===== src/source/xp_pkg.sv =====
package xp_pkg;

  // Port counts
  localparam int unsigned NUM_SLV_PORTS  = 2;
  localparam int unsigned NUM_MST_PORTS  = 2;

  // Bus widths
  localparam int unsigned ADDR_WIDTH     = 32;
  localparam int unsigned DATA_WIDTH     = 32;
  localparam int unsigned ID_WIDTH       = 2;

  // Index widths used to widen the ID and to select a master port
  localparam int unsigned SLV_IDX_WIDTH  = $clog2(NUM_SLV_PORTS);
  localparam int unsigned MST_IDX_WIDTH  = $clog2(NUM_MST_PORTS);
  localparam int unsigned XBAR_ID_WIDTH  = ID_WIDTH + SLV_IDX_WIDTH;

  // Address map size
  localparam int unsigned NUM_ADDR_RULES = 2;

  // One slot per narrow ID value
  localparam int unsigned REMAP_SLOTS    = 2 ** ID_WIDTH;

  typedef logic [ADDR_WIDTH-1:0] addr_t;
  typedef logic [DATA_WIDTH-1:0] data_t;
  typedef logic [ID_WIDTH-1:0]   id_t;

  // AXI response code
  typedef logic [1:0] resp_t;
  localparam resp_t RESP_OKAY   = 2'b00;
  localparam resp_t RESP_DECERR = 2'b11;

  // Wide ID split into originating slave port and the ID issued there
  typedef struct packed {
    logic [SLV_IDX_WIDTH-1:0] slv_idx;
    id_t                      orig_id;
  } xbar_id_fields_t;

  typedef union packed {
    logic [XBAR_ID_WIDTH-1:0] raw;
    xbar_id_fields_t          fields;
  } xbar_id_u;

  // Read address channel, port ID width
  typedef struct packed {
    id_t   id;
    addr_t addr;
  } ar_chan_t;

  // Read data channel, port ID width
  typedef struct packed {
    id_t   id;
    data_t data;
    resp_t resp;
  } r_chan_t;

  // Read channels between crossbar and remappers
  typedef struct packed {
    xbar_id_u id;
    addr_t    addr;
  } xbar_ar_chan_t;

  typedef struct packed {
    xbar_id_u id;
    data_t    data;
    resp_t    resp;
  } xbar_r_chan_t;

  // Address rule, end_addr is exclusive
  typedef struct packed {
    addr_t                    start_addr;
    addr_t                    end_addr;
    logic [MST_IDX_WIDTH-1:0] mst_idx;
  } rule_t;

endpackage


===== src/source/xp_id_remap.sv =====
`timescale 1ns/1ps

module xp_id_remap (
  input  logic                  clk_i,
  input  logic                  reset_i,
  input  xp_pkg::xbar_ar_chan_t slv_ar_i,
  input  logic                  slv_ar_valid_i,
  output logic                  slv_ar_ready_o,
  output xp_pkg::xbar_r_chan_t  slv_r_o,
  output logic                  slv_r_valid_o,
  input  logic                  slv_r_ready_i,
  output xp_pkg::ar_chan_t      mst_ar_o,
  output logic                  mst_ar_valid_o,
  input  logic                  mst_ar_ready_i,
  input  xp_pkg::r_chan_t       mst_r_i,
  input  logic                  mst_r_valid_i,
  output logic                  mst_r_ready_o
);

  // Slot table, the slot number is the narrow ID
  logic             [xp_pkg::REMAP_SLOTS-1:0] slot_valid_q;
  xp_pkg::xbar_id_u [xp_pkg::REMAP_SLOTS-1:0] slot_id_q;

  logic        id_hit;
  logic        table_full;
  xp_pkg::id_t free_slot;
  xp_pkg::id_t alloc_slot;
  // Slot chosen for a request that waits for ready
  logic        alloc_lock_q;
  xp_pkg::id_t alloc_slot_q;
  logic        ar_fire;
  logic        r_fire;

  always_comb begin
    id_hit    = 1'b0;
    free_slot = '0;
    // Same wide ID in flight, must wait to keep its responses ordered
    for (int i = 0; i < xp_pkg::REMAP_SLOTS; i++) begin
      if (slot_valid_q[i] && (slot_id_q[i].raw == slv_ar_i.id.raw)) id_hit = 1'b1;
    end
    // Scan downwards so the lowest free slot is picked
    for (int i = xp_pkg::REMAP_SLOTS - 1; i >= 0; i--) begin
      if (!slot_valid_q[i]) free_slot = xp_pkg::id_t'(i);
    end
  end

  assign table_full = &slot_valid_q;

  // A lower slot may free up while the request stalls, the narrow ID must not move
  assign alloc_slot = alloc_lock_q ? alloc_slot_q : free_slot;

  // AR passes straight through unless the table blocks it
  assign mst_ar_valid_o = slv_ar_valid_i && !id_hit && !table_full;
  assign slv_ar_ready_o = mst_ar_ready_i && !id_hit && !table_full;
  assign mst_ar_o       = '{id: alloc_slot, addr: slv_ar_i.addr};
  assign ar_fire        = mst_ar_valid_o && mst_ar_ready_i;

  // R restores the wide ID stored in the slot
  assign slv_r_valid_o = mst_r_valid_i;
  assign mst_r_ready_o = slv_r_ready_i;
  assign slv_r_o       = '{id:   slot_id_q[mst_r_i.id],
                           data: mst_r_i.data,
                           resp: mst_r_i.resp};
  assign r_fire        = mst_r_valid_i && slv_r_ready_i;

  always_ff @(posedge clk_i) begin
    if (reset_i) begin
      slot_valid_q <= '0;
      alloc_lock_q <= 1'b0;
    end else begin
      alloc_lock_q <= mst_ar_valid_o && !mst_ar_ready_i;
      // Freed and allocated slots never collide, one is valid and one is not
      if (r_fire) slot_valid_q[mst_r_i.id] <= 1'b0;
      if (ar_fire) slot_valid_q[alloc_slot] <= 1'b1;
    end
  end

  always_ff @(posedge clk_i) begin
    alloc_slot_q <= alloc_slot;
    if (ar_fire) slot_id_q[alloc_slot] <= slv_ar_i.id;
  end

endmodule


===== src/source/xp_rr_arbiter.sv =====
`timescale 1ns/1ps

module xp_rr_arbiter (
  input  logic       clk_i,
  input  logic       reset_i,
  input  logic [1:0] req_i,
  input  logic       hold_i,
  output logic [1:0] gnt_o
);

  // Port that wins a tie on the next fresh decision
  logic       prio_q;
  // Grant frozen while the granted transfer stalls
  logic       lock_q;
  logic [1:0] gnt_q;
  logic [1:0] gnt_new;

  // Fresh decision from the priority pointer
  always_comb begin
    gnt_new = 2'b00;
    if (prio_q == 1'b0) begin
      if (req_i[0]) gnt_new = 2'b01;
      else if (req_i[1]) gnt_new = 2'b10;
    end else begin
      if (req_i[1]) gnt_new = 2'b10;
      else if (req_i[0]) gnt_new = 2'b01;
    end
  end

  // A stalled request keeps its grant even if the other port shows up
  assign gnt_o = lock_q ? (gnt_q & req_i) : gnt_new;

  always_ff @(posedge clk_i) begin
    if (reset_i) begin
      prio_q <= 1'b0;
      lock_q <= 1'b0;
      gnt_q  <= 2'b00;
    end else begin
      lock_q <= hold_i && (gnt_o != 2'b00);
      gnt_q  <= gnt_o;
      // Completed transfer hands priority to the other port
      if ((gnt_o != 2'b00) && !hold_i) begin
        prio_q <= gnt_o[0];
      end
    end
  end

endmodule


===== src/source/xp_top.sv =====
`timescale 1ns/1ps

module xp_top (
  input  logic                                               clk_i,
  input  logic                                               reset_i,
  input  xp_pkg::rule_t         [xp_pkg::NUM_ADDR_RULES-1:0] addr_map_i,
  input  xp_pkg::ar_chan_t      [xp_pkg::NUM_SLV_PORTS-1:0]  slv_ar_i,
  input  logic                  [xp_pkg::NUM_SLV_PORTS-1:0]  slv_ar_valid_i,
  output logic                  [xp_pkg::NUM_SLV_PORTS-1:0]  slv_ar_ready_o,
  output xp_pkg::r_chan_t       [xp_pkg::NUM_SLV_PORTS-1:0]  slv_r_o,
  output logic                  [xp_pkg::NUM_SLV_PORTS-1:0]  slv_r_valid_o,
  input  logic                  [xp_pkg::NUM_SLV_PORTS-1:0]  slv_r_ready_i,
  output xp_pkg::ar_chan_t      [xp_pkg::NUM_MST_PORTS-1:0]  mst_ar_o,
  output logic                  [xp_pkg::NUM_MST_PORTS-1:0]  mst_ar_valid_o,
  input  logic                  [xp_pkg::NUM_MST_PORTS-1:0]  mst_ar_ready_i,
  input  xp_pkg::r_chan_t       [xp_pkg::NUM_MST_PORTS-1:0]  mst_r_i,
  input  logic                  [xp_pkg::NUM_MST_PORTS-1:0]  mst_r_valid_i,
  output logic                  [xp_pkg::NUM_MST_PORTS-1:0]  mst_r_ready_o
);

  // Wide-ID channels between crossbar and remappers
  xp_pkg::xbar_ar_chan_t [xp_pkg::NUM_MST_PORTS-1:0] xbar_ar;
  logic                  [xp_pkg::NUM_MST_PORTS-1:0] xbar_ar_valid;
  logic                  [xp_pkg::NUM_MST_PORTS-1:0] xbar_ar_ready;
  xp_pkg::xbar_r_chan_t  [xp_pkg::NUM_MST_PORTS-1:0] xbar_r;
  logic                  [xp_pkg::NUM_MST_PORTS-1:0] xbar_r_valid;
  logic                  [xp_pkg::NUM_MST_PORTS-1:0] xbar_r_ready;

  xp_xbar i_xbar (
    .clk_i, .reset_i, .addr_map_i,
    .slv_ar_i, .slv_ar_valid_i, .slv_ar_ready_o,
    .slv_r_o, .slv_r_valid_o, .slv_r_ready_i,
    .mst_ar_o ( xbar_ar ), .mst_ar_valid_o ( xbar_ar_valid ), .mst_ar_ready_i ( xbar_ar_ready ),
    .mst_r_i  ( xbar_r  ), .mst_r_valid_i  ( xbar_r_valid  ), .mst_r_ready_o  ( xbar_r_ready  )
  );

  // Narrow the IDs back to port width at each master port
  for (genvar m = 0; m < xp_pkg::NUM_MST_PORTS; m++) begin : gen_remap
    xp_id_remap i_id_remap (
      .clk_i, .reset_i,
      .slv_ar_i ( xbar_ar[m] ), .slv_ar_valid_i ( xbar_ar_valid[m] ),
      .slv_ar_ready_o ( xbar_ar_ready[m] ),
      .slv_r_o ( xbar_r[m] ), .slv_r_valid_o ( xbar_r_valid[m] ),
      .slv_r_ready_i ( xbar_r_ready[m] ),
      .mst_ar_o ( mst_ar_o[m] ), .mst_ar_valid_o ( mst_ar_valid_o[m] ),
      .mst_ar_ready_i ( mst_ar_ready_i[m] ),
      .mst_r_i ( mst_r_i[m] ), .mst_r_valid_i ( mst_r_valid_i[m] ),
      .mst_r_ready_o ( mst_r_ready_o[m] )
    );
  end

endmodule


===== src/source/xp_xbar.sv =====
`timescale 1ns/1ps

module xp_xbar (
  input  logic                                               clk_i,
  input  logic                                               reset_i,
  input  xp_pkg::rule_t         [xp_pkg::NUM_ADDR_RULES-1:0] addr_map_i,
  input  xp_pkg::ar_chan_t      [xp_pkg::NUM_SLV_PORTS-1:0]  slv_ar_i,
  input  logic                  [xp_pkg::NUM_SLV_PORTS-1:0]  slv_ar_valid_i,
  output logic                  [xp_pkg::NUM_SLV_PORTS-1:0]  slv_ar_ready_o,
  output xp_pkg::r_chan_t       [xp_pkg::NUM_SLV_PORTS-1:0]  slv_r_o,
  output logic                  [xp_pkg::NUM_SLV_PORTS-1:0]  slv_r_valid_o,
  input  logic                  [xp_pkg::NUM_SLV_PORTS-1:0]  slv_r_ready_i,
  output xp_pkg::xbar_ar_chan_t [xp_pkg::NUM_MST_PORTS-1:0]  mst_ar_o,
  output logic                  [xp_pkg::NUM_MST_PORTS-1:0]  mst_ar_valid_o,
  input  logic                  [xp_pkg::NUM_MST_PORTS-1:0]  mst_ar_ready_i,
  input  xp_pkg::xbar_r_chan_t  [xp_pkg::NUM_MST_PORTS-1:0]  mst_r_i,
  input  logic                  [xp_pkg::NUM_MST_PORTS-1:0]  mst_r_valid_i,
  output logic                  [xp_pkg::NUM_MST_PORTS-1:0]  mst_r_ready_o
);

  // Address decode result per slave port
  logic [xp_pkg::NUM_SLV_PORTS-1:0]                            dec_match;
  logic [xp_pkg::NUM_SLV_PORTS-1:0][xp_pkg::MST_IDX_WIDTH-1:0] dec_mst;

  // AR arbitration, indexed [master][slave]
  logic [xp_pkg::NUM_MST_PORTS-1:0][xp_pkg::NUM_SLV_PORTS-1:0] ar_req;
  logic [xp_pkg::NUM_MST_PORTS-1:0][xp_pkg::NUM_SLV_PORTS-1:0] ar_gnt;
  logic [xp_pkg::NUM_MST_PORTS-1:0]                            ar_hold;

  // R arbitration, indexed [slave][master]
  logic [xp_pkg::NUM_SLV_PORTS-1:0][xp_pkg::NUM_MST_PORTS-1:0] r_req;
  logic [xp_pkg::NUM_SLV_PORTS-1:0][xp_pkg::NUM_MST_PORTS-1:0] r_gnt;
  logic [xp_pkg::NUM_SLV_PORTS-1:0]                            r_hold;

  // One-entry decode-error responder per slave port
  logic        [xp_pkg::NUM_SLV_PORTS-1:0] derr_valid_q;
  logic        [xp_pkg::NUM_SLV_PORTS-1:0] derr_lock_q;
  logic        [xp_pkg::NUM_SLV_PORTS-1:0] derr_sel;
  logic        [xp_pkg::NUM_SLV_PORTS-1:0] derr_take;
  xp_pkg::id_t [xp_pkg::NUM_SLV_PORTS-1:0] derr_id_q;

  // Address decode
  always_comb begin
    for (int s = 0; s < xp_pkg::NUM_SLV_PORTS; s++) begin
      dec_match[s] = 1'b0;
      dec_mst[s]   = '0;
      // Walk rules backwards so the lowest matching index is left standing
      for (int r = xp_pkg::NUM_ADDR_RULES - 1; r >= 0; r--) begin
        if ((slv_ar_i[s].addr >= addr_map_i[r].start_addr) &&
            (slv_ar_i[s].addr < addr_map_i[r].end_addr)) begin
          dec_match[s] = 1'b1;
          dec_mst[s]   = addr_map_i[r].mst_idx;
        end
      end
    end
  end

  // Requests towards each master port
  always_comb begin
    for (int m = 0; m < xp_pkg::NUM_MST_PORTS; m++) begin
      for (int s = 0; s < xp_pkg::NUM_SLV_PORTS; s++) begin
        ar_req[m][s] = slv_ar_valid_i[s] && dec_match[s] && (int'(dec_mst[s]) == m);
      end
    end
  end

  // Mapped requests wait for their master, unmapped ones for the error slot
  always_comb begin
    for (int s = 0; s < xp_pkg::NUM_SLV_PORTS; s++) begin
      if (dec_match[s]) begin
        slv_ar_ready_o[s] = ar_gnt[dec_mst[s]][s] && mst_ar_ready_i[dec_mst[s]];
      end else begin
        slv_ar_ready_o[s] = !derr_valid_q[s];
      end
      derr_take[s] = slv_ar_valid_i[s] && !dec_match[s] && !derr_valid_q[s];
    end
  end

  for (genvar m = 0; m < xp_pkg::NUM_MST_PORTS; m++) begin : gen_mst
    logic [xp_pkg::SLV_IDX_WIDTH-1:0] ar_src;
    xp_pkg::xbar_id_u                 ar_id;

    xp_rr_arbiter i_ar_arb (
      .clk_i   ( clk_i      ),
      .reset_i ( reset_i    ),
      .req_i   ( ar_req[m]  ),
      .hold_i  ( ar_hold[m] ),
      .gnt_o   ( ar_gnt[m]  )
    );

    // With two slave ports the upper grant bit is the source index
    assign ar_src            = ar_gnt[m][1];
    assign mst_ar_valid_o[m] = |ar_gnt[m];
    assign ar_hold[m]        = mst_ar_valid_o[m] && !mst_ar_ready_i[m];

    // Widen the ID with the slave port it came from
    assign ar_id.fields = '{slv_idx: ar_src, orig_id: slv_ar_i[ar_src].id};
    assign mst_ar_o[m]  = '{id: ar_id, addr: slv_ar_i[ar_src].addr};
  end

  // Route each R beat by the slave index in its wide ID
  always_comb begin
    for (int s = 0; s < xp_pkg::NUM_SLV_PORTS; s++) begin
      for (int m = 0; m < xp_pkg::NUM_MST_PORTS; m++) begin
        r_req[s][m] = mst_r_valid_i[m] && !derr_lock_q[s] &&
                      (int'(mst_r_i[m].id.fields.slv_idx) == s);
      end
    end
  end

  // Losing master ports see ready low and stall
  always_comb begin
    for (int m = 0; m < xp_pkg::NUM_MST_PORTS; m++) begin
      mst_r_ready_o[m] = 1'b0;
      for (int s = 0; s < xp_pkg::NUM_SLV_PORTS; s++) begin
        if (r_gnt[s][m] && slv_r_ready_i[s]) mst_r_ready_o[m] = 1'b1;
      end
    end
  end

  for (genvar s = 0; s < xp_pkg::NUM_SLV_PORTS; s++) begin : gen_slv
    logic [xp_pkg::MST_IDX_WIDTH-1:0] r_src;
    xp_pkg::r_chan_t                  mst_beat;
    xp_pkg::r_chan_t                  derr_beat;

    xp_rr_arbiter i_r_arb (
      .clk_i   ( clk_i     ),
      .reset_i ( reset_i   ),
      .req_i   ( r_req[s]  ),
      .hold_i  ( r_hold[s] ),
      .gnt_o   ( r_gnt[s]  )
    );

    assign r_src     = r_gnt[s][1];
    assign r_hold[s] = (|r_gnt[s]) && !slv_r_ready_i[s];

    // Error response has the lowest priority, only idle cycles serve it
    assign derr_sel[s]      = derr_valid_q[s] && (r_gnt[s] == '0);
    assign slv_r_valid_o[s] = (|r_gnt[s]) || derr_sel[s];

    // Narrow the ID back to what the slave port issued
    assign mst_beat  = '{id:   mst_r_i[r_src].id.fields.orig_id,
                         data: mst_r_i[r_src].data,
                         resp: mst_r_i[r_src].resp};
    assign derr_beat = '{id: derr_id_q[s], data: '0, resp: xp_pkg::RESP_DECERR};
    assign slv_r_o[s] = derr_sel[s] ? derr_beat : mst_beat;
  end

  always_ff @(posedge clk_i) begin
    if (reset_i) begin
      derr_valid_q <= '0;
      derr_lock_q  <= '0;
    end else begin
      for (int s = 0; s < xp_pkg::NUM_SLV_PORTS; s++) begin
        // A stalled error beat keeps master beats out of the way
        derr_lock_q[s] <= derr_sel[s] && !slv_r_ready_i[s];
        if (derr_sel[s] && slv_r_ready_i[s]) derr_valid_q[s] <= 1'b0;
        else if (derr_take[s]) derr_valid_q[s] <= 1'b1;
      end
    end
  end

  // Original ID of the rejected read
  always_ff @(posedge clk_i) begin
    for (int s = 0; s < xp_pkg::NUM_SLV_PORTS; s++) begin
      if (derr_take[s]) derr_id_q[s] <= slv_ar_i[s].id;
    end
  end

endmodule


===== config.mk =====
export PLATFORM = sky130hd
export DESIGN_NAME = xp_top
export DESIGN_NICKNAME = d
export VERILOG_FILES = /design/src/source/xp_pkg.sv /design/src/source/xp_id_remap.sv /design/src/source/xp_rr_arbiter.sv /design/src/source/xp_top.sv /design/src/source/xp_xbar.sv
export SDC_FILE = /design/constraint.sdc
export NUM_CORES = 1
export LEC_CHECK = 0
export BUFFER_PORTS_ARGS = -buffer_cell sky130_fd_sc_hd__clkbuf_2
export CORE_AREA = 2 2 167 169
export DETAILED_ROUTE_END_ITERATION = 8
export DIE_AREA = 0 0 169 171
export PLACE_DENSITY = 0.71
export SLEW_MARGIN = 20
export SYNTH_ARGS = -nofsm -noshare
export SYNTH_HDL_FRONTEND = slang
export SYNTH_SLANG_ARGS = --single-unit

===== constraint.sdc =====
create_clock -name clk_i -period 9.9 [get_ports clk_i]
set_input_delay 0.495 -clock clk_i [delete_from_list [all_inputs] [get_ports clk_i]]
set_output_delay 0.495 -clock clk_i [all_outputs]
set_load 0.02 [all_outputs]

==> results by group <==
Detailed routing
  – Post-DRT Antenna Nets: 0
  – Drt drc: 0
  – Routed WL: about 45 mm
  – DR pass1 iterations: 7
  – Via count: between 10000 and 15000
  – Mean routed wirelength per cell: roughly 21 um
  – Starting DRT DRC Count: about 1000
  – Vias per cell: about 5.7

Global routing
  – Grt total ovfl: 0
  – Global-route wire length before repair: 66.9 mm
  – Vias in the first global route: around 12000
  – Largest net degree at the start of global routing: 39
  – Initial antenna violation count: 8
  – GR Util All Layers: between 20 and 30%

STA
  – Clock Skews: 0.00829 ns
  – Period minus WS final: 5.42 ns
  – Setup TNS Final: 0 ns
  – Max Slew Vio Count: 0
  – Final setup violation count: 0
  – Period utilisation layout: 54.8%
  – Final WS setup: between 4 and 5 ns
  – RSZ-0062 raised after global routing: no
  – Fmax: approximately 180 MHz
  – Rel. slew slack: a little under two fifths
  – Slew @ Worst Pin: ~0.9 ns
  – Final hold viol count: 0

Yosys
  – Ys async rst share: 0%
  – Largest cells by area after synthesis: ha_1 (28%), edfxtp_1 (7.4%), nand2_1 (7.1%)
  – Post-synth EDFFs: 28
  – Largest area contributor in the synthesized netlist: ha_1
  – Register area share after synthesis: about an eighth
  – Net Count, Synth: 2002
  – Yosys top cell area share: 27.7%
  – Mapped Area: between 10000 and 15000 um2
  – Ys Warns: 0
  – Synth Area per Inst: around 7.8 um2
  – Most used flip-flop cell after synthesis: dfxtp_1
  – Synth cell types: 81
  – Yosys reg bits: 62
  – Post-Syn Instances: roughly 1500

Power
  – Leak pwr: 7.20 nW
  – Power Density: between 90 and 100 nW/um2
  – VDD IR max: 85.0 uV

Critical path
  – Crit path max fanout: 34
  – Crit Path Class: primary input to output pin
  – Crit path launch type: primary input
  – Required time worst endpoint: ~9.4 ns
  – Crit. End Element: output pin
  – WP data arrival: 4.93 ns

Die
  – Ports: between 400 and 500
  – Initial Util: a little over two fifths
  – Chip width: around 170 um
  – Die height: around 170 um
  – # rows: 61
  – Total die area: between 20000 and 30000 um2
  – Total core area: between 20000 and 30000 um2

Placed design
  – Setup WS pre-CTS: between 4 and 5 ns
  – Port bufs: between 400 and 500
  – GPL Wtd Cong: about 0.97
  – DP HPWL: roughly 38 mm
  – DP Cell Count: 2142
  – Placed inst area: around 13000 um2

Clock network
  – CTS tree: yes
  – Clock sinks: 62
  – Post-CTS sizing: 0
  – H-tree depth: 3
  – Clk Tree Root Cell: clkbuf_16
  – Clock latency on the worst-skew pair: between 0.3 and 0.4 ns
  – # hold bufs at CTS: 0
  – Setup bufs post-CTS: 0
  – CTS clk-pin slew, worst paths: 0.05 ns
  – CTS Buf Count: 9
  – Longest Clk Path Bufs: 2

Final layout
  – Post-Layout Inst Area: 13700 um2
  – P&R area growth vs syn: 20.2%
  – Share of cells above drive strength 1: between 30% and 40%
  – Final #Nets: about 2300
  – Finished Layout Cells: around 2200

Status
  – Status: completed

Run
  – Max Cap Viol: 0

Worst hold path
  – Hold Path Class: primary input to flip-flop
==> flip-flops by register name (all words and copies together) (netlist names), 4 cells and up <==
| name | cells |
|---|---|
| gen_remap.i_id_remap.alloc_slot_q | 4 |
| i_xbar.gen_mst.i_ar_arb.gnt_q | 4 |
| gen_remap.i_id_remap.slot_valid_q | 8 |
| i_xbar.gen_slv.i_r_arb.gnt_q | 4 |
| gen_remap.i_id_remap.slot_id_q | 24 |
| i_xbar.derr_id_q | 4 |
==> logic make-up after synthesis <==
logic type	share of synthesized area, %
AO/OA/AOI/OAI	18.2
XOR/XNOR	2.00
adder cells (fa/ha/maj)	27.7
buffers and inverters	10.9
flip-flops	13.3
multiplexers	7.88
AND/OR/NAND/NOR	20.0
==> synthesized netlist by cell type (all sizes together) (11+ instances only) <==
cell and count:
xnor2 22, edfxtp 28, a21oi 151, a211oi 17
nand2 218, nand3 43, nor3 26, dfxtp 34
inv 148, o21ai 46, o211ai 11, nand2b 20
a21o 28, nand4 48, mux2 66, buf 79
nor2 46, clkbuf 28, ha 252
==> worst paths after layout <==
| kind | start | to | slack [ns] | depth (start not counted) |
|---|---|---|---|---|
| worst max-delay path | slv_ar_i[17] | slv_ar_ready_o[0] | 4.48 | 15 |
| worst min-delay path | mst_ar_ready_i[1] | gen_remap[1].i_id_remap.alloc_lock_q | 0.39 | 2 |
| worst max register to register | gen_remap[1].i_id_remap.slot_id_q[11] | gen_remap[1].i_id_remap.slot_valid_q[0] | 6.84 | 9 |
| worst min register to register | i_xbar.gen_slv[0].i_r_arb.prio_q | i_xbar.gen_slv[0].i_r_arb.prio_q | 0.49 | 2 |
==> final cells by class <==
type | count | area, um2
clock buffers | 9 | 225
flip-flops and latches | 62 | 1520
well taps | 346 | 433
multi-input cells | 1152 | 8640
inverters | 149 | 559
diodes | 8 | 20.0
repair buffers | 433 | 2180
clock inverters | 7 | 123
fillers | 2703 | 13600
==> power by group <==
part / total (mW) / switching (mW) / internal, mW
registers: 0.289 / 0.00825 / 0.280
logic: 0.714 / 0.448 / 0.266
clock network: 0.365 / 0.119 / 0.246
total: 1.37 / 0.575 / 0.793
==> worst max-delay path: stages <==
cell and delay (ns):
clkbuf_2 0.13, ha_1 0.30, a21oi_1 0.18, o21ai_1 0.10, a221o_1 0.38, a2111oi_0 0.85, a211oi_1 0.29, o211a_1 0.24
o211ai_2 0.28, nand2_4 0.39, inv_2 0.26, a21oi_1 0.10, a211o_1 0.43, o211ai_1 0.28, clkbuf_2 0.21
==> cells in the final DEF, fill, tap and decap left out, drive strengths merged, types with 34 or more instances in the layout <==
cell,netlist,final
dfxtp,34,34
clkbuf,28,436
mux2,66,66
o21ai,46,46
nor2,46,46
a21oi,151,151
ha,252,252
nand2,218,218
nand3,43,43
inv,148,148
nand4,48,48
==> metrics by stage <==
stage,util (%),total power [mW],hold WS (ns)
after global routing,50.2,1.45,0.394
after detailed placement,48.8,0.996,0.479
final,50.2,1.37,0.389
after CTS,50.1,1.36,0.379
after floorplan,-,0.762,0.445
after global placement,48.8,0.987,0.464
==> layer usage <==
metal	up-vias	share of wire, %	global-route usage (%)
met1	5794	41	36.1
met2	588	48	51.7
li1	5967	-	-
met3	87	7.6	4.93
met5	-	0	0
met4	0	3.8	13.2
No activity file was read; power rests on OpenSTA's default activity.
